File: config.mk
export PLATFORM = sky130hd
export DESIGN_NAME = lane_fifo
export DESIGN_NICKNAME = d
export VERILOG_FILES = /design/src/verilog/twiddle_pkg.sv /design/src/verilog/lane_fifo.sv
export VERILOG_INCLUDE_DIRS = /design/src /design/src/verilog
export SDC_FILE = /design/constraint.sdc
export NUM_CORES = 2
export LEC_CHECK = 0
export BUFFER_PORTS_ARGS = -buffer_cell sky130_fd_sc_hd__buf_2
export CORE_MARGIN = 2
export CORE_UTILIZATION = 55
export DETAILED_ROUTE_END_ITERATION = 10
export MAX_ROUTING_LAYER = met4
export PLACE_DENSITY = 0.71
export SYNTH_ARGS = -nofsm -noshare
export SYNTH_HDL_FRONTEND = slang
export SYNTH_SLANG_ARGS = --single-unit
File: constraint.sdc
create_clock -name clk -period 5.55 [get_ports clk]
set_input_delay 0.2775 -clock clk [delete_from_list [all_inputs] [get_ports clk]]
set_output_delay 0.2775 -clock clk [all_outputs]
set_load 0.02 [all_outputs]
File: src/verilog/twiddle_params.svh
`ifndef TWIDDLE_PARAMS_SVH
`define TWIDDLE_PARAMS_SVH

// datapath widths
`define W_SAMPLE 18
`define W_COEF 16
`define W_FRAC 12
`define W_PHASE 16
`define CORDIC_ITER 14

// pipeline latencies in cycles
`define DIV_LAT 16
`define CORDIC_LAT 15
`define POW_LAT 4
// coefficient path plus multiply and output register
`define TWDL_DELAY 37

// last stage of the transform, no rotation
`define BYPASS_DEN 3
// 16384 / 1.647
`define CORDIC_GAIN_INIT 9948
`define FIFO_DEPTH 64

`endif
File: src/verilog/twiddle_pkg.sv
`include "twiddle_params.svh"

package twiddle_pkg;

	// lane sample component, 1.17
	typedef logic signed [`W_SAMPLE-1:0] sample_t;
	// twiddle component, Q2.14
	typedef logic signed [`W_COEF-1:0] coef_t;
	// numerator / denominator
	typedef logic [`W_FRAC-1:0] frac_t;
	// fraction of a full turn
	typedef logic [`W_PHASE-1:0] phase_t;
	typedef logic [2:0] factor_t;

	// atan(2^-k) in units of 2^-16 turn
	localparam phase_t atan_table [0:`CORDIC_ITER-1] = '{
		16'd8192, 16'd4836, 16'd2555, 16'd1297,
		16'd651, 16'd326, 16'd163, 16'd81,
		16'd41, 16'd20, 16'd10, 16'd5,
		16'd3, 16'd1
	};

endpackage

File: src/verilog/lane_fifo.sv
`timescale 1ns/100ps
`include "twiddle_params.svh"

module lane_fifo (
	input logic clk,
	input logic rst_n,
	input logic wr,
	input twiddle_pkg::sample_t wdata [0:1],
	input logic rd,
	input logic clr,
	output twiddle_pkg::sample_t rdata [0:1]
);
	import twiddle_pkg::*;

	localparam int AW = $clog2(`FIFO_DEPTH);

	// real and imag packed side by side
	logic [2*`W_SAMPLE-1:0] mem [0:`FIFO_DEPTH-1];
	// extra msb tells full from empty
	logic [AW:0] wr_ptr;
	logic [AW:0] rd_ptr;
	logic empty;
	logic full;

	assign empty = (wr_ptr == rd_ptr);
	assign full = (wr_ptr[AW] != rd_ptr[AW]) && (wr_ptr[AW-1:0] == rd_ptr[AW-1:0]);

	always_ff @(posedge clk) begin
		if (!rst_n || clr) begin
			wr_ptr <= '0;
			rd_ptr <= '0;
		end else begin
			if (wr)
				wr_ptr <= wr_ptr + 1'b1;
			if (rd)
				rd_ptr <= rd_ptr + 1'b1;
		end
	end

	always_ff @(posedge clk) begin
		if (wr)
			mem[wr_ptr[AW-1:0]] <= {wdata[0], wdata[1]};
	end

	// show-ahead, head entry visible before the read
	assign rdata[0] = sample_t'(mem[rd_ptr[AW-1:0]][2*`W_SAMPLE-1:`W_SAMPLE]);
	assign rdata[1] = sample_t'(mem[rd_ptr[AW-1:0]][`W_SAMPLE-1:0]);

	a_no_underflow: assert property (@(posedge clk) disable iff (!rst_n)
		rd && !clr |-> !empty);
	a_no_overflow: assert property (@(posedge clk) disable iff (!rst_n)
		wr && !clr && !rd |-> !full);

endmodule

== After elaboration in Yosys (flattened, before gate mapping) ==
Memory sizes are Yosys's and may differ from the RTL's. A register that Yosys moved wholly into a read port is not among the register bits.
Cells that the tools add are included.
Word-level totals
  output and inout port bits: 36
  register bits after elaboration: 14
  bits in latches: 0
  word-level logic and storage cells: 11
  memory bits (read-only): 0
  RAM bits: 2304
  memories: 1
Cells by class
  reduce and logical (&&, ||, !) cells: 2
  multiply operators: 0
  div/mod/pow operators: 0
  $add $sub $neg: 2
  bitwise operators: 0
  muxes and demuxes: 4
  $lt $le $gt $ge: 0
  equality and inequality tests: 0
  shifts and indexed selects: 0
Memory list
  mem: words 64, width 36, rd ports 1, clocked after Yosys merged registers in 1, wr ports 1, RTL line lane_fifo.sv:18  | logic [2*`W_SAMPLE-1:0] mem [0:`FIFO_DEPTH-1];
Operators with widths (number)
  adder 7 x 1 -> 7 bit (second input constant): 2
  2-to-1 mux 6 bit: 2
  2-to-1 mux 1 bit: 2
  zero test 1 bit: 1
  logical OR 1 bit: 1

== Logic depth before layout (Yosys ltp) ==
  word-level depth: 3
  gate-level depth with buffers: 10
  gate-level depth less buffers: 5

== Worst setup path after synthesis ==
OpenSTA, ideal clock, no wires.
  path type: input to register
  from: input wr
  to: memory mem[48][0] (netlist name) (enable)
  path slack: 1.600 ns
  setup time: 0.474 ns
  data required time: 5.076 ns
  buffers on the path: 1
  cell stages on the path: 4
  data arrival time: 3.476 ns
  path through: clkbuf_1 -> nor2b_1 -> nand2_1 -> nor3_1
On the way
  cells in the longest elaborated chain, start to end: 2
Ends and longest elaborated chain
  start: declaration: RTL line lane_fifo.sv:7  | input logic wr,
  2-to-1 mux 1 bit: RTL line lane_fifo.sv:41  | if (wr)
  2-to-1 mux 1 bit (not written as such): RTL line lane_fifo.sv:42  | mem[wr_ptr[AW-1:0]] <= {wdata[0], wdata[1]};
  end: declaration: RTL line lane_fifo.sv:18
Every way passes these cells.

==> metrics.md <==
| Metric | Value |
|---|---|
| Post-cts sizing count | 0 |
| Syn-to-layout area delta | 11.6% |
| Vias per std cell | 6.74 |
| CP bufs+invs | 3 |
| Worst skew pair latency | 0.85 ns |
| Drt wl/cell | 34.4 um |
| Vias in the first global route | 41,900 |
| Area share of the largest cell type after synthesis | 0.784 |
| Maximum clock path buffer count | 3 |
| Largest net degree at the start of global routing | 104 |
| Layout cells sized above 1 | 0.276 |
| Maximum clock rate | 0.197 GHz |
| Total clock sinks | 2,322 |
| DP Wirelength | 118 mm |
| Sequential area share after synthesis | 0.789 |
| CP max stage delay | 0.99 ns |
| # IOs | 77 |
| Port bufs | 76 |
| Net count, final | 4,060 |
| Setup TNS | 0 ns |
| Hold path start | wdata[24] |
| Relative slew slack | 0.147 |
| Post-synth EDFFs | 2,304 |
| Clock H-tree levels | 4 |
| First-pass GRT wire length | 308 mm |
| Synth unique cells | 41 |
| Util after Layout | 0.620 |
| Critical path arrival | 4.81 ns |
| Hold buffer count at CTS | 2 |
| Main synth FF type | edfxtp_1 |
| Post-route DRC | 0 |
| Hold WC Path Type | in -> reg |
| Inserted Clock Buffers | 217 |
| Mapped cell area | 0.0882 sq mm |
| LEAKAGE | 29.3 nW |
| Worst r2r src | wr_ptr[2] |
| Gr usage total | 0.276 |
| Root buf cell | clkbuf_16 |
| Worst Skew | 0.0258 ns |
| Die height | 404 um |
| Tcrit/Tclk final | 0.917 |
| Setup crit end kind | output pin |
| Power Dens Cells | 351 mW/mm^2 |
| Die area | 0.164 sq mm |
| Cell row count | 146 |
| Synth top area cells | edfxtp_1, mux4_2, mux2i_1 |
| Core area | 0.159 sq mm |
| Startpoint types | register |
| Placed cell areas | 0.0916 sq mm |
| Clock slew at reported path FFs | 0.06 ns |
| Placer congestion estimate | 0.813 |
| Least-Margin Pin Slew | 1.28 ns |
| Syn Area/Cell | 23.1 sq um |
| Pre-antenna DRT Iters | 6 |
| Final antenna-violating net count | 0 |
| CTS tree | yes |
| Post-CTS Setup Inserts | 0 |
| Initial antenna violation count | 19 |
| Setup Viol. Count Final | 0 |
| Post-synth ARST share | 0 |
| WS Path Type | reg -> out |
| Yosys warnings | 0 |
| Syn Inst Count | 3,810 |
| Die X | 404 um |
| Minimum clock period | 5.09 ns |
| 1st-iter DRT viols | 6,206 |
| Initial Util | 0.556 |
| Final Slew Violations | 0 |
| DRT Wirelength | 216 mm |
| Via count | 42,300 |
| CP top delay family | compound AO/OA/AOI/OAI gates |
| Maximum fanout along the worst path | 103 |
| Maxcap violations | 0 |
| Synth Register Bits | 2,322 |
| Critical path data required time | 5.27 ns |
| Post-route cell area | 0.0984 sq mm |
| RSZ-0062 raised after global routing | no |
| Global route overflow | 0 |
| Cell Chain, Critical Path | buf_12, mux4_2, mux2_2, a211oi_1, nor3_1, buf_4, buf_2 |
| VDD IR max | 0.272 mV |
| CP max stage cell | a211oi_1 |
| Status | finished, final reports clean |
| Biggest area consumer among synthesized cells | edfxtp_1 |
| Hold Fails Final Rpt | 0 |
| Net count after synthesis | 3,853 |
[cells by family after synthesis]
family / Yosys count / share of synthesized area
compound gates: 287 / 0.0209
xor+xnor: 8 / 0.000795
fa+ha+maj: 2 / 0.000284
buf+inv: 210 / 0.0132
flops: 2322 / 0.789
mux: 710 / 0.162
simple gates: 271 / 0.0147
[layer usage]
metal	global-route usage	up-vias	share of wire
met5	-	-	0
met4	0.0850	0	0.031
met3	0.0606	377	0.11
met2	0.420	2572	0.48
met1	0.382	22600	0.38
li1	-	16800	-
[final timing paths]
| path | endpoint | cells after the start | slack [ns] |
|---|---|---|---|
| max reg2reg | mem[7][32] | 3 | 2.00 |
| max | rdata[8] | 7 | 0.46 |
| min | mem[60][24] | 2 | 0.1 |
| min reg2reg | register | 2 | 0.51 |
[per-stage QoR]
stage | total power [mW] | setup slack (ns) | hold slack (ns) | cells
finish | 34.5 | 0.462 | 0.0965 | 6283
global route | 35.4 | 0.339 | 0.111 | 6280
CTS | 34.7 | 0.552 | 0.0832 | 6273
detailed placement | 20.7 | 1.46 | 0.487 | 5868
global placement | 20.6 | 1.45 | 0.472 | 5868
floorplan | 20.2 | 1.60 | 0.376 | 3810
[area by class of cell]
| cell class | instances | area (sq um) |
|---|---|---|
| clock inverter | 122 | 990 |
| tap | 2072 | 2590 |
| timing repair buffer | 198 | 1500 |
| antenna | 10 | 25.0 |
| multi-input combinational | 1278 | 18000 |
| sequential | 2322 | 69600 |
| clock buffer | 281 | 5780 |
| fill | 10400 | 60300 |
[registers in the layout, indices dropped and copies added (netlist names), named ones only]
signal and cells:
mem 2304, rd_ptr 6, wr_ptr 6
[synthesized netlist by cell type, types with 23 or more instances]
cell and number:
a21oi_1 47, mux4_2 569, o21ai_0 27, edfxtp_1 2304, buf_2 53, nand2_1 32
nor3_1 32, nor4_1 23, buf_4 61, nor2_1 115, o22ai_1 137, mux2i_1 127
clkbuf_1 67
[worst register-to-register path: cells and delay by family (launching register included)]
kind / cells / cell delay [ns]
buffers and inverters: 1 / 0.38
AND/OR/NAND/NOR: 2 / 2.27
flip-flops: 1 / 0.58
[cell usage in the layout (no fill, tap or decap), drive strengths merged, types with 3 or more instances in the layout]
cell,n
a211oi,6
a21oi,47
a221o,4
a32o,4
and3,5
buf,196
bufinv,14
clkbuf,281
clkinv,99
clkinvlp,3
dfxtp,18
diode,10
edfxtp,2304
inv,6
mux2,14
mux2i,127
mux4,569
nand2,32
nand2b,16
nand3,13
nand3b,8
nand4,4
nor2,115
nor2b,7
nor3,32
nor4,23
o211ai,7
o21a,8
o21ai,35
o221ai,22
o22a,16
o22ai,137
or2,4
or3,3
or3b,6
xor2,6
[report_power, final]
| group | total [mW] | internal, mW | switching (mW) |
|---|---|---|---|
| registers | 19.3 | 19.3 | 0.0172 |
| logic | 0.975 | 0.341 | 0.634 |
| clock network | 14.2 | 7.98 | 6.25 |
| total | 34.5 | 27.6 | 6.90 |
Power figures use the tool's default switching activity.
