**src/verilog/twiddle_params.svh**
```systemverilog
`ifndef TWIDDLE_PARAMS_SVH
`define TWIDDLE_PARAMS_SVH

// datapath widths
`define W_SAMPLE 18
`define W_COEF 16
`define W_FRAC 12
`define W_PHASE 16
`define CORDIC_ITER 14

// pipeline latencies in cycles
`define DIV_LAT 16
`define CORDIC_LAT 15
`define POW_LAT 4
// coefficient path plus multiply and output register
`define TWDL_DELAY 37

// last stage of the transform, no rotation
`define BYPASS_DEN 3
// 16384 / 1.647
`define CORDIC_GAIN_INIT 9948
`define FIFO_DEPTH 64

`endif
```
**src/verilog/twiddle_pkg.sv**
```systemverilog
`include "twiddle_params.svh"

package twiddle_pkg;

	// lane sample component, 1.17
	typedef logic signed [`W_SAMPLE-1:0] sample_t;
	// twiddle component, Q2.14
	typedef logic signed [`W_COEF-1:0] coef_t;
	// numerator / denominator
	typedef logic [`W_FRAC-1:0] frac_t;
	// fraction of a full turn
	typedef logic [`W_PHASE-1:0] phase_t;
	typedef logic [2:0] factor_t;

	// atan(2^-k) in units of 2^-16 turn
	localparam phase_t atan_table [0:`CORDIC_ITER-1] = '{
		16'd8192, 16'd4836, 16'd2555, 16'd1297,
		16'd651, 16'd326, 16'd163, 16'd81,
		16'd41, 16'd20, 16'd10, 16'd5,
		16'd3, 16'd1
	};

endpackage

```
**src/verilog/cordic_sincos.sv**
```systemverilog
`timescale 1ns/100ps
`include "twiddle_params.svh"

module cordic_sincos (
	input logic clk,
	input logic rst_n,
	input twiddle_pkg::phase_t phase,
	input twiddle_pkg::factor_t factor_in,
	output twiddle_pkg::factor_t factor_out,
	output twiddle_pkg::coef_t w1_real,
	output twiddle_pkg::coef_t w1_imag
);
	import twiddle_pkg::*;

	// two guard bits over the coefficient width
	localparam int WX = `W_COEF + 2;
	localparam int WZ = `W_PHASE + 1;

	logic signed [WX-1:0] x_p [0:`CORDIC_ITER];
	logic signed [WX-1:0] y_p [0:`CORDIC_ITER];
	logic signed [WZ-1:0] z_p [0:`CORDIC_ITER];
	factor_t fac_p [0:`CORDIC_ITER];

	// quadrant fold: start vector pre-rotated by 0/90/180/270 degrees
	always_ff @(posedge clk) begin
		case (phase[`W_PHASE-1 -: 2])
			2'd0: begin
				x_p[0] <= WX'(`CORDIC_GAIN_INIT);
				y_p[0] <= '0;
			end
			2'd1: begin
				x_p[0] <= '0;
				y_p[0] <= WX'(`CORDIC_GAIN_INIT);
			end
			2'd2: begin
				x_p[0] <= -WX'(`CORDIC_GAIN_INIT);
				y_p[0] <= '0;
			end
			default: begin
				x_p[0] <= '0;
				y_p[0] <= -WX'(`CORDIC_GAIN_INIT);
			end
		endcase
		// residual angle below a quarter turn
		z_p[0] <= WZ'(phase[`W_PHASE-3:0]);
	end

	always_ff @(posedge clk) begin
		if (!rst_n)
			fac_p[0] <= '0;
		else
			fac_p[0] <= factor_in;
	end

	genvar k;
	generate
		for (k = 0; k < `CORDIC_ITER; k++) begin : g_iter
			// rotate toward zero residual angle
			always_ff @(posedge clk) begin
				if (!z_p[k][WZ-1]) begin
					x_p[k+1] <= x_p[k] - (y_p[k] >>> k);
					y_p[k+1] <= y_p[k] + (x_p[k] >>> k);
					z_p[k+1] <= z_p[k] - WZ'(atan_table[k]);
				end else begin
					x_p[k+1] <= x_p[k] + (y_p[k] >>> k);
					y_p[k+1] <= y_p[k] - (x_p[k] >>> k);
					z_p[k+1] <= z_p[k] + WZ'(atan_table[k]);
				end
			end

			always_ff @(posedge clk) begin
				if (!rst_n)
					fac_p[k+1] <= '0;
				else
					fac_p[k+1] <= fac_p[k];
			end
		end
	endgenerate

	// exp(-j theta): cosine and negated sine
	assign w1_real = coef_t'(x_p[`CORDIC_ITER]);
	assign w1_imag = coef_t'(-y_p[`CORDIC_ITER]);
	assign factor_out = fac_p[`CORDIC_ITER];

endmodule

```
**config.mk**
```make
export PLATFORM = sky130hd
export DESIGN_NAME = cordic_sincos
export DESIGN_NICKNAME = d
export VERILOG_FILES = /design/src/verilog/twiddle_pkg.sv /design/src/verilog/cordic_sincos.sv
export VERILOG_INCLUDE_DIRS = /design/src /design/src/verilog
export SDC_FILE = /design/constraint.sdc
export NUM_CORES = 2
export LEC_CHECK = 0
export BUFFER_PORTS_ARGS = -buffer_cell sky130_fd_sc_hd__clkbuf_2
export CORE_ASPECT_RATIO = 1.2
export CORE_MARGIN = 4
export CORE_UTILIZATION = 30
export CTS_CLUSTER_DIAMETER = 80
export DETAILED_ROUTE_END_ITERATION = 12
export GPL_ROUTABILITY_DRIVEN = 0
export PLACE_DENSITY_LB_ADDON = 0.1
export SETUP_SLACK_MARGIN = 0.1
export SKIP_CTS_REPAIR_TIMING = 1
export SLEW_MARGIN = 10
export SYNTH_ARGS = -nofsm -noshare
export SYNTH_HDL_FRONTEND = slang
export SYNTH_SLANG_ARGS = --single-unit
export TNS_END_PERCENT = 50
```
**constraint.sdc**
```tcl
create_clock -name clk -period 5.25 [get_ports clk]
set_input_delay 1.05 -clock clk [delete_from_list [all_inputs] [get_ports clk]]
set_output_delay 1.05 -clock clk [all_outputs]
set_load 0.02 [all_outputs]
```
== Yosys cells after proc, flatten, opt, wreduce, memory -nomap -nowiden ==
Memories as Yosys holds them, arrays and structs flattened.
Cells that the tools add are included.

* Add/sub/neg operators: 84
* Mux-type cells: 100
* Bitwise logic cells: 63
* Reductions and logical operators: 2
* Equal/unequal tests: 2

{| class="wikitable"
|+ Operators with widths
! kind !! number
|-
| 18-bit two-way mux || 34
|-
| 17-bit two-way mux || 14
|-
| 1-bit OR || 63
|-
| 3-bit two-way mux || 15
|-
| 1-bit two-way mux || 37
|-
| 18-bit by 10-bit adder with 18-bit output || 2
|-
| 18-bit by 11-bit adder with 18-bit output || 2
|-
| 18-bit by 12-bit adder with 18-bit output || 2
|-
| 18-bit by 13-bit adder with 18-bit output || 2
|-
| 18-bit by 14-bit adder with 18-bit output || 2
|-
| 18-bit by 15-bit adder with 18-bit output || 2
|-
| 18-bit by 16-bit adder with 18-bit output || 2
|-
| 18-bit by 17-bit adder with 18-bit output || 2
|-
| 18-bit by 5-bit adder with 18-bit output || 2
|-
| 18-bit by 6-bit adder with 18-bit output || 2
|-
| 18-bit by 7-bit adder with 18-bit output || 2
|-
| 18-bit by 8-bit adder with 18-bit output || 2
|-
| 18-bit by 9-bit adder with 18-bit output || 2
|-
| 18-bit by 10-bit subtractor with 18-bit output || 2
|-
| 18-bit by 11-bit subtractor with 18-bit output || 2
|-
| 18-bit by 12-bit subtractor with 18-bit output || 2
|-
| 18-bit by 13-bit subtractor with 18-bit output || 2
|-
| 18-bit by 14-bit subtractor with 18-bit output || 2
|-
| 18-bit by 15-bit subtractor with 18-bit output || 2
|-
| 42 further kinds || 50
|}

* Logic and storage cells: 255
* RAM bits: 840
* Register bits after elaboration: 0
* Output and inout bits: 35
* Bits of input ports: 21
* Memories kept: 4

{| class="wikitable"
|+ Memories
! memory !! depth !! bits a word !! read ports !! clocked after Yosys merged registers in !! wr ports !! RTL line !! text
|-
| x_p || 15 || 18 || 15 || 0 || 15 || cordic_sincos.sv:19 || <nowiki>logic signed [WX-1:0] x_p [0:`CORDIC_ITER];</nowiki>
|-
| y_p || 15 || 18 || 15 || 0 || 15 || cordic_sincos.sv:20 || <nowiki>logic signed [WX-1:0] y_p [0:`CORDIC_ITER];</nowiki>
|-
| z_p || 15 || 17 || 14 || 0 || 15 || cordic_sincos.sv:21 || <nowiki>logic signed [WZ-1:0] z_p [0:`CORDIC_ITER];</nowiki>
|-
| fac_p || 15 || 3 || 15 || 0 || 15 || cordic_sincos.sv:22 || <nowiki>factor_t fac_p [0:`CORDIC_ITER];</nowiki>
|}

== Logic depth before layout (Yosys ltp) ==
* Word-level depth: 6
* Depth in mapped cells: 17
* Mapped depth without buffers: 17

== Least setup slack after synthesis ==
No wires, ideal clock.

* Path kind: register to register
* From: memory z_p[1][15] in the netlist's numbering
* To: memory y_p[0][53] in the netlist's numbering
* Data required time: 5.130 ns
* Stages on the path, launching flop included: 15
* Path buffers: 3
* Data arrival time: 3.372 ns
* Setup time: 0.120 ns
* Setup slack: 1.758 ns
* Clock period less this slack: 3.492 ns
* Cells stage by stage: dfxtp_1 clkbuf_1 clkbuf_1 clkbuf_1 nor2_1 xnor2_1 ha_1 a21o_1 a21o_1 a21o_1 a21o_1 a221o_1 a221o_1 a21oi_1 xnor2_1

{| class="wikitable"
|+ RTL lines
! item !! RTL line
|-
| start: declaration || cordic_sincos.sv:21
|-
| end: declaration || cordic_sincos.sv:20
|}

==> impl_metrics.toml <==
[run_status]
status = "complete, no violations"

[sta]
fin_skew_ns = 0.03866
rsz0062_at_grt = "false"
worst_slew_pin_slew_ns = 0.8556
timing.final.crit_share_pct = 71.76
max-slew-margin-rel_pct = 41.49
hold_viol = 0
finalMaxSlewViolations = 0
fmax_ghz = 0.2654
finalSetupViolations = 0
setup-tns-final_ns = 0
fin_crit_ns = 3.768

[global_route]
grt_antenna_before_repair = 0
grt_pass1_vias = 36450
grt_pass1_wl_um = 196800
grt_usage_pct = 14.49
grt_max_degree = 46
grt-ovfl-total = 0

[die]
core_um2 = 160600
fp-row-count = 161
ios = 56
dieArea_um2 = 168200
initial_core_util_pct = 30.21
die_h_um = 448.4
fp.dieW_um = 375.0

[yosys]
synth.avg_cell_area_um2 = 8.963
seq_area_frac_synth_pct = 31.33
synth.most_common_cell = "dfxtp_1"
synth_adder_area_share_pct = 18.91
synthFlopType = "dfxtp_1"
synth_area_um2 = 48500
ys_ff_latch = 759
synth_top_family_by_area = "compound AO/OA/AOI/OAI gates"
yosysTopAreaCellShare_pct = 31.33
synth_area_leader_cell = "dfxtp_1"
synth_edf_count = 0
synth_mux_area_share_pct = 1.063
synth_compound_area_share_pct = 19.40
yosys_warnings = 0
synthTopCellsByArea = "dfxtp_1 31%, ha_1 17%, xnor2_1 9.2%, a21oi_1 5.7%, xor2_1 4.9%"
synth-xor-area-share_pct = 14.03
synth_cell_types = 78
synthSimpleGateAreaFrac_pct = 12.34
async_flop_share_pct = 0
synth_nets = 6141
synth_top_cells_by_count = "759 x dfxtp_1, 669 x ha_1, 553 x a21oi_1"
syn_inst = 5411

[critical_path]
crit_arrival_ns = 4.40
cp.required_ns = 5.88
crit_path_start_kind = "flop"
r2r_cells = 11
worstSetupPathType = "reg -> reg"
cp-end-kind = "flop"
r2r_start = "z_p[2][16]$_DFF_P_"
timing.rr.end = "x_p[3][14]$_DFF_P_"
cp_max_fo = 33
r2r_slack_ns = 1.48

[clocking]
cts.sinks = 759
clockBufferDepth = 3
cts_made_buffers = 96
clk_transition_reported_paths_ns = 0.06
clock_latency_ns = 0.71
cts-root-buf = "clkbuf_16"
cts_max_level = 3
tritoncts = "built"

[detailed_routing]
vias = 36810
first_pass_iters = 7
wire_per_inst_um = 16.08
drtIter0Drc = 1485
viasPerCell = 4.779
ant_nets = 0
drcViolationCount = 0
wl_um = 123800

[min_path]
hp-class = "reg -> reg"
holdPathEnd = "z_p[1][8]$_DFF_P_"
hold_start = "z_p[0][8]$_DFF_P_"
hold_depth = 0

[final_layout]
final_nets = 6235
drive_above_1_share_pct = 5.141
area_delta_synth_final_pct = 12.65
diodes = 0

[job]
drv_cap = 0

[placed_design]
hpwl_um = 101500
io_buffer_count = 55
layer usage:
layer	routed length [µm]	vias to the layer above	part of all wire, %	global-route usage (%)
met1	50160	16910	41	15.69
li1	-	19360	-	-
met3	3085	161	2.5	1.721
met5	0	-	0	0
met4	3093	0	2.5	4.595
met2	67480	375	54	28.98
metrics by stage:
| step | instance area [µm²] | util, % | setup WS, ns | hold WS (ns) | cells |
|---|---|---|---|---|---|
| 2_1_floorplan | 48500 | - | 1.758 | 0.3096 | 5411 |
| 3_3_place_gp | 51260 | 31.93 | 1.458 | 0.3104 | 7526 |
| 3_5_place_dp | 51260 | 31.93 | 1.392 | 0.3121 | 7526 |
| 4_1_cts | 54630 | 34.03 | 1.396 | 0.3174 | 7702 |
| 5_1_grt | 54630 | 34.03 | 1.187 | 0.3269 | 7702 |
| 6_report | 54630 | 34.03 | 1.482 | 0.3143 | 7702 |
sequential cells by signal, indices dropped and copies added, names as in the netlist:
| register | count |
|---|---|
| fac_p | 45 |
| x_p | 250 |
| y_p | 248 |
| z_p | 216 |
placed cells by master, fill, tap and decap left out, drive strengths merged, types with 29 or more instances in the layout:
cell and instances:
a211oi 52, a21o 230, a21oi 554, a31oi 59, and2 71, clkbuf 177, dfxtp 759, fa 40
ha 669, inv 309, mux2i 29, nand2 248, nand2b 63, nand3 63, nand4 39, nor2 410
nor2b 64, nor3 144, nor4 32, o21a 82, o21ai 247, o21bai 82, o31ai 30, xnor2 507
xor2 270
worst max-delay path, cell delays in order (launching register included):
cell and delay (ns):
dfxtp_1 0.74, buf_4 0.45, nor2_1 0.10, xor2_1 0.17
ha_1 0.32, a21oi_1 0.23, o21bai_1 0.11, a2111oi_0 0.80
o31ai_1 0.23, a21o_1 0.22, a21oi_1 0.18, xnor2_1 0.13
layout make-up:
class | instances | area (µm²)
Clock buffer | 122 | 2631
Clock inverter | 54 | 743.2
Fill cell | 16670 | 105900
Inverter | 302 | 1134
Multi-Input combinational cell | 4275 | 31880
Sequential cell | 759 | 15190
Tap cell | 2119 | 2651
Timing Repair Buffer | 71 | 395.4
kinds of logic after synthesis:
family                     count (synthesis)
muxes                                     49
buffers and inverters                    377
xor gates and xnor gates                 777
adders and majority gates                709
AOI/OAI and AO/OA                       1496
DFF                                      759
and+or+nand+nor                         1244
worst max path at each step:
stage          slack [ns]                  end  cells past startpoint           startpoint
4_1_cts              1.40   x_p[3][14]$_DFF_P_                     11   z_p[2][16]$_DFF_P_
3_3_place_gp         1.46  y_p[1][123]$_DFF_P_                     11  z_p[13][16]$_DFF_P_
5_1_grt              1.19  y_p[1][123]$_DFF_P_                     11  z_p[13][16]$_DFF_P_
2_1_floorplan        1.76   y_p[0][53]$_DFF_P_                     14   z_p[1][15]$_DFF_P_
6_report             1.48   x_p[3][14]$_DFF_P_                     11   z_p[2][16]$_DFF_P_
3_5_place_dp         1.39   x_p[3][14]$_DFF_P_                     11   z_p[2][16]$_DFF_P_
Power is not shown: default switching activity piles up to over one toggle a cycle in this logic, so the estimate is an artifact.
