## src/verilog/twiddle_params.svh

```systemverilog
`ifndef TWIDDLE_PARAMS_SVH
`define TWIDDLE_PARAMS_SVH

// datapath widths
`define W_SAMPLE 18
`define W_COEF 16
`define W_FRAC 12
`define W_PHASE 16
`define CORDIC_ITER 14

// pipeline latencies in cycles
`define DIV_LAT 16
`define CORDIC_LAT 15
`define POW_LAT 4
// coefficient path plus multiply and output register
`define TWDL_DELAY 37

// last stage of the transform, no rotation
`define BYPASS_DEN 3
// 16384 / 1.647
`define CORDIC_GAIN_INIT 9948
`define FIFO_DEPTH 64

`endif
```

## src/verilog/twiddle_pkg.sv

```systemverilog
`include "twiddle_params.svh"

package twiddle_pkg;

	// lane sample component, 1.17
	typedef logic signed [`W_SAMPLE-1:0] sample_t;
	// twiddle component, Q2.14
	typedef logic signed [`W_COEF-1:0] coef_t;
	// numerator / denominator
	typedef logic [`W_FRAC-1:0] frac_t;
	// fraction of a full turn
	typedef logic [`W_PHASE-1:0] phase_t;
	typedef logic [2:0] factor_t;

	// atan(2^-k) in units of 2^-16 turn
	localparam phase_t atan_table [0:`CORDIC_ITER-1] = '{
		16'd8192, 16'd4836, 16'd2555, 16'd1297,
		16'd651, 16'd326, 16'd163, 16'd81,
		16'd41, 16'd20, 16'd10, 16'd5,
		16'd3, 16'd1
	};

endpackage

```

## src/verilog/phase_divider.sv

```systemverilog
`timescale 1ns/100ps
`include "twiddle_params.svh"

module phase_divider (
	input logic clk,
	input logic rst_n,
	input twiddle_pkg::frac_t num,
	input twiddle_pkg::frac_t den,
	input twiddle_pkg::factor_t factor_in,
	output twiddle_pkg::phase_t phase,
	output twiddle_pkg::factor_t factor_out
);
	import twiddle_pkg::*;

	// index 0 is the unregistered input
	frac_t rem_p [0:`DIV_LAT];
	frac_t den_p [0:`DIV_LAT];
	phase_t quo_p [0:`DIV_LAT];
	factor_t fac_p [0:`DIV_LAT];

	assign rem_p[0] = num;
	assign den_p[0] = den;
	assign quo_p[0] = '0;
	assign fac_p[0] = factor_in;

	genvar s;
	generate
		for (s = 0; s < `DIV_LAT; s++) begin : g_stage
			// partial remainder doubled for one quotient bit per stage
			logic [`W_FRAC:0] shifted;
			logic take;

			assign shifted = {rem_p[s], 1'b0};
			assign take = (shifted >= {1'b0, den_p[s]});

			always_ff @(posedge clk) begin
				if (take)
					rem_p[s+1] <= frac_t'(shifted - {1'b0, den_p[s]});
				else
					rem_p[s+1] <= shifted[`W_FRAC-1:0];
				quo_p[s+1] <= {quo_p[s][`W_PHASE-2:0], take};
				den_p[s+1] <= den_p[s];
			end

			// factor rides along with the division
			always_ff @(posedge clk) begin
				if (!rst_n)
					fac_p[s+1] <= '0;
				else
					fac_p[s+1] <= fac_p[s];
			end
		end
	endgenerate

	assign phase = quo_p[`DIV_LAT];
	assign factor_out = fac_p[`DIV_LAT];

	// a zero divisor entering the pipe gives a garbage phase
	a_den_nonzero: assert property (@(posedge clk) disable iff (!rst_n)
		den != '0);

endmodule

```

## config.mk

```make
export PLATFORM = sky130hd
export DESIGN_NAME = phase_divider
export DESIGN_NICKNAME = d
export VERILOG_FILES = /design/src/verilog/twiddle_pkg.sv /design/src/verilog/phase_divider.sv
export VERILOG_INCLUDE_DIRS = /design/src /design/src/verilog
export SDC_FILE = /design/constraint.sdc
export NUM_CORES = 1
export LEC_CHECK = 0
export BUFFER_PORTS_ARGS = -buffer_cell sky130_fd_sc_hd__buf_2
export CAP_MARGIN = 0
export CORE_MARGIN = 3
export CORE_UTILIZATION = 40
export DETAILED_ROUTE_END_ITERATION = 8
export SLEW_MARGIN = 40
export SYNTH_ARGS = -nofsm -noshare
export SYNTH_HDL_FRONTEND = slang
export SYNTH_SLANG_ARGS = --single-unit
```

## constraint.sdc

```tcl
create_clock -name clk -period 2.3 [get_ports clk]
set_input_delay 0.345 -clock clk [delete_from_list [all_inputs] [get_ports clk]]
set_output_delay 0.345 -clock clk [all_outputs]
set_load 0.01 [all_outputs]
```

Yosys cells after proc, flatten, opt, wreduce, memory -nomap -nowiden. Index checks and enable logic that the tools add are counted.

Register bits after elaboration: 544. Bits in latches: 0. Memory bits (writable): 0. Bits in read-only memories: 0. Input port bits: 29. Output and inout bits: 19. Logic and storage cells: 123. Memories kept: 0.

Add/subtract/negate cells: 15. $mul: 0. Div/mod/pow operators: 0. Order comparisons: 16. Equal/unequal tests: 0. Shift operators: 0. Muxes and demuxes: 15. Bitwise logic cells: 0. Reductions and logical operators: 0.

Operators by type and width (number): greater-or-equal comparator 13 x 12 -> 1 bit (16); two-way mux 12 bit (15); subtractor 12 bit (15).

Depth between registers and ports, before layout. Gate-level depths: netlist (run 1).

Depth after elaboration: 2. Gate-level depth with buffers: 11. Mapped depth without buffers: 10.

Worst setup path before layout (run 1). No wires, ideal clock.

Path kind: register to register. Start: register den_p[25] in the netlist's numbering. End: register rem_p (netlist bit g_stage[15].shifted[10]). Library setup time: 121 ps. Arrival time: 2426 ps. Data required time: 2179 ps. Slack: -247 ps. Cell stages (with the launch flop): 11. Buffers on the path: 1. Clock period less this slack: 2547 ps. Cells stage by stage: dfxtp_1 inv_1 ha_1 nor2b_1 o21a_1 o211ai_1 nand3b_1 a311o_1 o21ai_2 buf_4 mux2_2.

Longest elaborated chain between the ends: 2. Elaborated cells between the ends (all ways): 3. Those cells by class: add/sub (1); order compare (1); mux (1).

Ends and longest elaborated chain: from (decl) (RTL line phase_divider.sv:17) `` frac_t den_p [0:`DIV_LAT]; ``; from (signal, indexed assignment) (RTL line phase_divider.sv:42) `den_p[s+1] <= den_p[s];`; subtractor 12 bit or greater-or-equal comparator 13 x 12 -> 1 bit (tied branches) (RTL line phase_divider.sv:38, phase_divider.sv:34); two-way mux 12 bit (*) (RTL line phase_divider.sv:37) `if (take)`; to (signal, indexed assignment) (RTL line phase_divider.sv:38) `rem_p[s+1] <= frac_t'(shifted - {1'b0, den_p[s]});`; to (signal, indexed assignment) (RTL line phase_divider.sv:40) `` rem_p[s+1] <= shifted[`W_FRAC-1:0]; ``; to (decl) (RTL line phase_divider.sv:16) `` frac_t rem_p [0:`DIV_LAT]; ``.

Mark *: on every way between the ends. The rest lies on a longest branch, timed or not. A chain may end at the register's enable or synchronous reset.

Final worst setup path (run 1). Ends and elaborated chain as after synthesis.

==> metrics, run 1 <==
fin crit period 2.43 ns; CTS Buf Count 55; Adder-Cell Fraction of Synth Area 11.9%; P_leak 13.4 nW; First DRT Iteration DRCs 779; final hold viol count 0; most frequent cell after synthesis dfxtp_1; Synth cell types 70; post-synth top area cell dfxtp_1; largest family of logic cells by synthesized area compound AO/OA/AOI/OAI gates; DP HPWL 33500 um; worst slew pin tran about 0.58 ns; Setup WS post-layout -0.132 ns; starting density of the core roughly 41%; Synth Warn # 0; Vias/cell roughly 4.8; Overall Global Routing Usage 15.1%; register area share after synthesis 48.2%; Commonest cells post-synth dfxtp_1, inv_1, ha_1; RSZ-0062 raised after global routing true; vias in the first global route 16000; hold crit path type in -> reg; TNS Setup -4.28 ns; Post-Synthesis Cells ~2200; die footprint 0.0594 mm^2; Syn Area/Cell 10.2 um^2; count of buffers from port buffering 47; Worst Path Required 2.80 ns; ys async rst share 0%; Slew HR 61.4%; slowest stage delay, CP 0.37 ns; Root Driver clkbuf_16; routed vias 15900; fin. max-slew vios 0; DRC errors left 0; core area between 0.05 and 0.06 mm^2; f_max between 400 and 500 MHz; clk sinks 544; GPL Wtd Cong 0.869; number of antenna diodes 0; nets@finish 2796; Die X approximately 240 um; Synth top area share 48.2%; crit start category flop; dominant cells by area after synthesis dfxtp_1, ha_1, mux2_2; Syn Nets 2458; Fin Hold WS 0.0727 ns; top_reg_cell synth dfxtp_1; CTS tree done; CP Class reg -> reg; WP data arrival 2.93 ns; global-route wire length before repair 75200 um; simple-gate area share of the yosys netlist 10.8%; Compound-Gate Fraction of Synth Area 12.5%; CP max stage cell a311o_1; Mapped Area 0.0226 mm^2; Synth Register Bits 544; Post-synth EDFFs 0; CTS clk-pin slew, worst paths 0.06 ns; drt total wl 45900 um; crit end category flop; post-synthesis mux area share 6.47%; violated checks setup timing; num ports 48; fin crit share 106%; CP dominant cell by count buf_4; Area Overhead vs Synth 26.7%; clock skew 0.0173 ns; Cell Chain, Critical Path inv_2 > ha_4 > nor2b_1 > o21a_1 > o211ai_1 > nand3b_1 > a311o_1 > buf_4 > buf_4 > xor2_1 > mux2_4; ANT nets after route 0; Die Y 244 um; status complete, but fails checks; H-Tree Depth 2; Critical path buffers and inverters 3; largest net degree at the start of global routing 49; total of max-cap violations 0; WL per Instance 13.7 um; DRT Pass-1 Iters 5; Skew-Pair Late Insertion Delay 0.61 ns; delay-heaviest family, CP compound AO/OA/AOI/OAI gates; Max IR drop VDD 0.668 mV; total global routing overflow 0; share of layout cells above drive strength 1 between 20% and 30%; initial antenna violation count 1; row cnt between 80 and 90; final setup vio count 55; PwrDens 1550 mW/mm^2; largest fanout on the critical path 2; CTS max path bufs 3; Synth Area in XOR/XNOR 4.57%
[cells by family (layout without fill, tap and decap cells)]
kind of cell               after synthesis  after routing
xor gates and xnor gates               118            118
AOI/OAI and AO/OA                      431            431
muxes                                  129            129
DFF                                    544            544
buffers and inverters                  309            691
adders and majority gates              206            206
and+or+nand+nor                        486            486
[metal layers]
metal	vias up	wire length, um	track usage, %
met5	-	0	0
met4	0	1080	5.17
met3	70	1700	2.43
met2	215	22200	26.5
met1	7424	20900	18.7
li1	8228	-	-
[stage by stage]
step | cells | utilization [%] | setup slack (ns) | cell area (um^2) | power [mW]
4_1_cts | 3330 | 50.5 | -0.171 | 28000 | 43.6
6_report | 3353 | 51.6 | -0.132 | 28600 | 44.4
2_1_floorplan | 2223 | - | -0.142 | 22800 | 27.2
5_1_grt | 3353 | 51.6 | -0.246 | 28600 | 47.6
3_3_place_gp | 3182 | 45.5 | -0.330 | 25300 | 32.1
3_5_place_dp | 3182 | 45.5 | -0.333 | 25300 | 32.6
[area by class of cell]
| class | instances | area [um^2] |
|---|---|---|
| Multi-Input combinational cell | 1370 | 11300 |
| Tap cell | 748 | 936 |
| Fill cell | 4940 | 26900 |
| Clock inverter | 26 | 363 |
| Timing Repair Buffer | 326 | 2540 |
| Sequential cell | 544 | 10900 |
| Timing Repair inverter | 1 | 7.51 |
| Inverter | 263 | 1010 |
| Clock buffer | 75 | 1590 |
[power breakdown]
group / switching, mW / internal, mW
Clock: 3.69 / 5.64
Sequential: 1.42 / 12.5
Combinational: 9.64 / 11.5
[layout by cell type (no fill, tap or decap), drive strengths merged, types with 10 or more instances in the layout]
cell | netlist | layout
nor2 | 137 | 137
nor2b | 47 | 47
ha | 191 | 191
a21boi | 14 | 14
mux2 | 115 | 115
nand2 | 92 | 92
or2 | 12 | 12
mux2i | 14 | 14
nor3 | 51 | 51
and2 | 58 | 58
o21ai | 106 | 106
dlygate4sd3 | 0 | 24
a21oi | 105 | 105
o31ai | 16 | 16
o21a | 24 | 24
xnor2 | 62 | 62
dfxtp | 544 | 544
nand3 | 14 | 14
buf | 33 | 301
a31oi | 24 | 24
inv | 263 | 264
and3 | 19 | 19
xor2 | 56 | 56
nand2b | 10 | 10
fa | 15 | 15
clkbuf | 13 | 76
a21o | 49 | 49
nand4 | 17 | 17
clkinv | 0 | 11
a211oi | 28 | 28
[worst register-to-register path, delay by kind of cell (launching register included)]
family          cells  cell delay [ns]
compound gates      3             0.81
flops               1             0.33
buf+inv             3             0.30
simple gates        2             0.28
mux                 1             0.26
fa+ha+maj           1             0.21
xor+xnor            1             0.13
[repair_timing]
action	in CTS	in global routing
hold endpoints to repair	25	0
resized for setup	94	152
gates cloned	2	7
endpoints found under the setup margin	104	165
pin swaps	38	46
hold buffers	24	0
buffers inserted	21	20
[sequential cells by signal (all words and copies together), names as in the netlist]
signal and count:
factor_out 3, phase 16, quo_p 120, g_stage.shifted 180
fac_p 45, den_p 180
[final timing paths]
path / end / cells past startpoint / from / slack, ns
setup / recovery: g_stage[15].shifted[10] / 11 / den_p[25] / -0.13
hold / removal: g_stage[1].shifted[2] / 3 / num[0] / 0.07
setup reg to reg: g_stage[15].shifted[10] / 11 / den_p[25] / -0.13
hold reg to reg: quo_p[98] / 0 / quo_p[113] / 0.32
Power figures use the tool's default switching activity.
==> run 2: changes to the inputs <==
--- a/config.mk
+++ b/config.mk
@@ -10,7 +10,10 @@
 export CAP_MARGIN = 0
 export CORE_MARGIN = 3
 export CORE_UTILIZATION = 40
+export CTS_BUF_LIST = sky130_fd_sc_hd__clkbuf_2
 export DETAILED_ROUTE_END_ITERATION = 8
+export PLACE_DENSITY = 0.68
+export SKIP_CTS_REPAIR_TIMING = 1
 export SLEW_MARGIN = 40
 export SYNTH_ARGS = -nofsm -noshare
 export SYNTH_HDL_FRONTEND = slang
==> metrics, run 2 (synthesis gave the netlist of run 1 again) <==
Overall Global Routing Usage 15.0%; end of the critical path g_stage[15].shifted[11]; Detail Route met2 WL 23400 um; Die X 244 um; fin crit period ~2.5 ns; starting density of the core 40.7%; commonest non-fill, non-tap cells in the layout dfxtp_1, inv_1, buf_4, clkbuf_2, ha_1; PwrDens 1460 mW/mm^2; CTS tree done; reg2reg end g_stage[15].shifted[11]; r2r worst-path depth 10; count of buffers from port buffering 47; Fin Hold WS ~0.18 ns; largest fanout on the critical path 5; largest net degree at the start of global routing a little under 50; violated checks DRC, setup timing; Skew-Pair Late Insertion Delay 1.24 ns; core area 0.0555 mm^2; total global routing overflow 0; fin cells ~3500; Met3 Wirelength about 1800 um; vias in the first global route 16400; highest routed metal layer met4; Max IR drop VDD 0.665 mV; sequential standard cell area 0.0109 mm^2; RSZ-0062 raised after global routing true; fillcell total 4998; WL per Instance approximately 13 um; WP data arrival 3.65 ns; Setup WS post-layout -0.246 ns; most common cell after layout, fill and taps aside dfxtp_1; Die Y between 200 and 250 um; CTS clk-pin slew, worst paths ~0.10 ns; CP Class reg -> reg; final setup vio count 53; die footprint roughly 0.06 mm^2; final hold viol count 0; crit end category flop; f_max 393 MHz; worst slew pin tran 0.795 ns; Reg-to-Reg Start den_p[25]; Worst Path Required 3.41 ns; global-route wire length before repair 74300 um; CP startpoint den_p[25]; Finished Cell Area between 0.02 and 0.03 mm^2; TNS Setup -7.57 ns; r2r setup slk -0.25 ns; clock skew 0.0634 ns; Slew HR 47.0%; placed cell area about 0.025 mm^2; fin crit share 111%; total of max-cap violations 0; H-Tree Depth 4; num ports 48; Placed Instances 3178; Vias/cell 4.76; drt total wl roughly 47000 um; status complete, but fails checks; hold crit path type in -> reg; multi-input logic area 0.0113 mm^2; nets@finish 2893; initial antenna violation count 1; DRC errors left 2; DP HPWL 33600 um; M1 wire length 20800 um; Root Driver clkbuf_2; CTS max path bufs 3; row cnt 86; fin. max-slew vios 0; DRT Pass-1 Iters 7; routed vias 16600; clk sinks 544; GPL Wtd Cong 0.888; CTS Buf Count 135; ANT nets after route 0; P_leak 13.4 nW; crit start category flop; Area Overhead vs Synth 25.1%; share of layout cells above drive strength 1 28.1%; First DRT Iteration DRCs 846
[run 2: cell count changes in the layout (fill, tap and decap cells not counted), sizes merged]
cell / previous run / this run
clkbuf: 76 / 183
dlygate4sd3: 24 / 64
buf: 301 / 274
clkinv: 11 / 33
clkinvlp: 8 / 1
inv: 264 / 270
bufinv: 7 / 4
diode: 0 / 2
a311o: 3 / 4
[run 2: how the worst min path moves through the flow]
stage	start	endpoint	slack (ns)	depth (start not counted)
floorplan	quo_p[25]	phase[10]	0.31	0
global placement	quo_p[52]	quo_p[37]	0.31	0
detailed placement	quo_p[162]	quo_p[147]	0.31	0
CTS	den[7]	den_p[187]	-1.01	1
global route	den[1]	g_stage[1].shifted[2]	0.06	5
finish	den[1]	g_stage[1].shifted[2]	0.18	5
[run 2: critical path: stages (launching register included)]
cell and delay [ns]:
dfxtp_2 0.34, inv_2 0.04, ha_4 0.21, nor2b_4 0.12, o21a_1 0.18, o211ai_1 0.24
nand3b_1 0.17, a311o_1 0.43, o21ai_4 0.23, clkbuf_16 0.19, mux2_4 0.29
[run 2: per-stage QoR]
stage,utilization (%),worst slack (ns),power (mW)
6_report,50.9,-0.246,41.3
5_1_grt,50.9,-0.342,44.6
4_1_cts,47.7,-0.280,39.2
3_5_place_dp,45.5,-0.374,32.5
3_3_place_gp,45.5,-0.351,32.0
2_1_floorplan,-,-0.142,27.2
[run 2: layout make-up]
| class | instances | area share, % |
|---|---|---|
| clock inverter | 44 | 1.18 |
| timing repair inverter | 1 | 0.0221 |
| antenna | 2 | 0.0177 |
| sequential | 544 | 38.7 |
| timing repair buffer | 342 | 9.93 |
| tap | 748 | 3.31 |
| clock buffer | 179 | 3.17 |
| inverter | 263 | 3.55 |
| multi-input combinational | 1371 | 40.1 |
[run 2: metal layers]
| metal | GRT usage [%] | vias up |
|---|---|---|
| li1 | - | 8493 |
| met1 | 17.9 | 7744 |
| met2 | 25.4 | 323 |
| met3 | 4.26 | 80 |
| met4 | 6.36 | 0 |
| met5 | 0 | - |
[run 2: power by group]
part / switching (mW) / leakage, nW / internal (mW)
combinational: 9.59 / 7.95 / 11.5
sequential: 1.48 / 4.57 / 12.5
clock: 3.70 / 0.908 / 2.63
total: 14.8 / 13.4 / 26.6
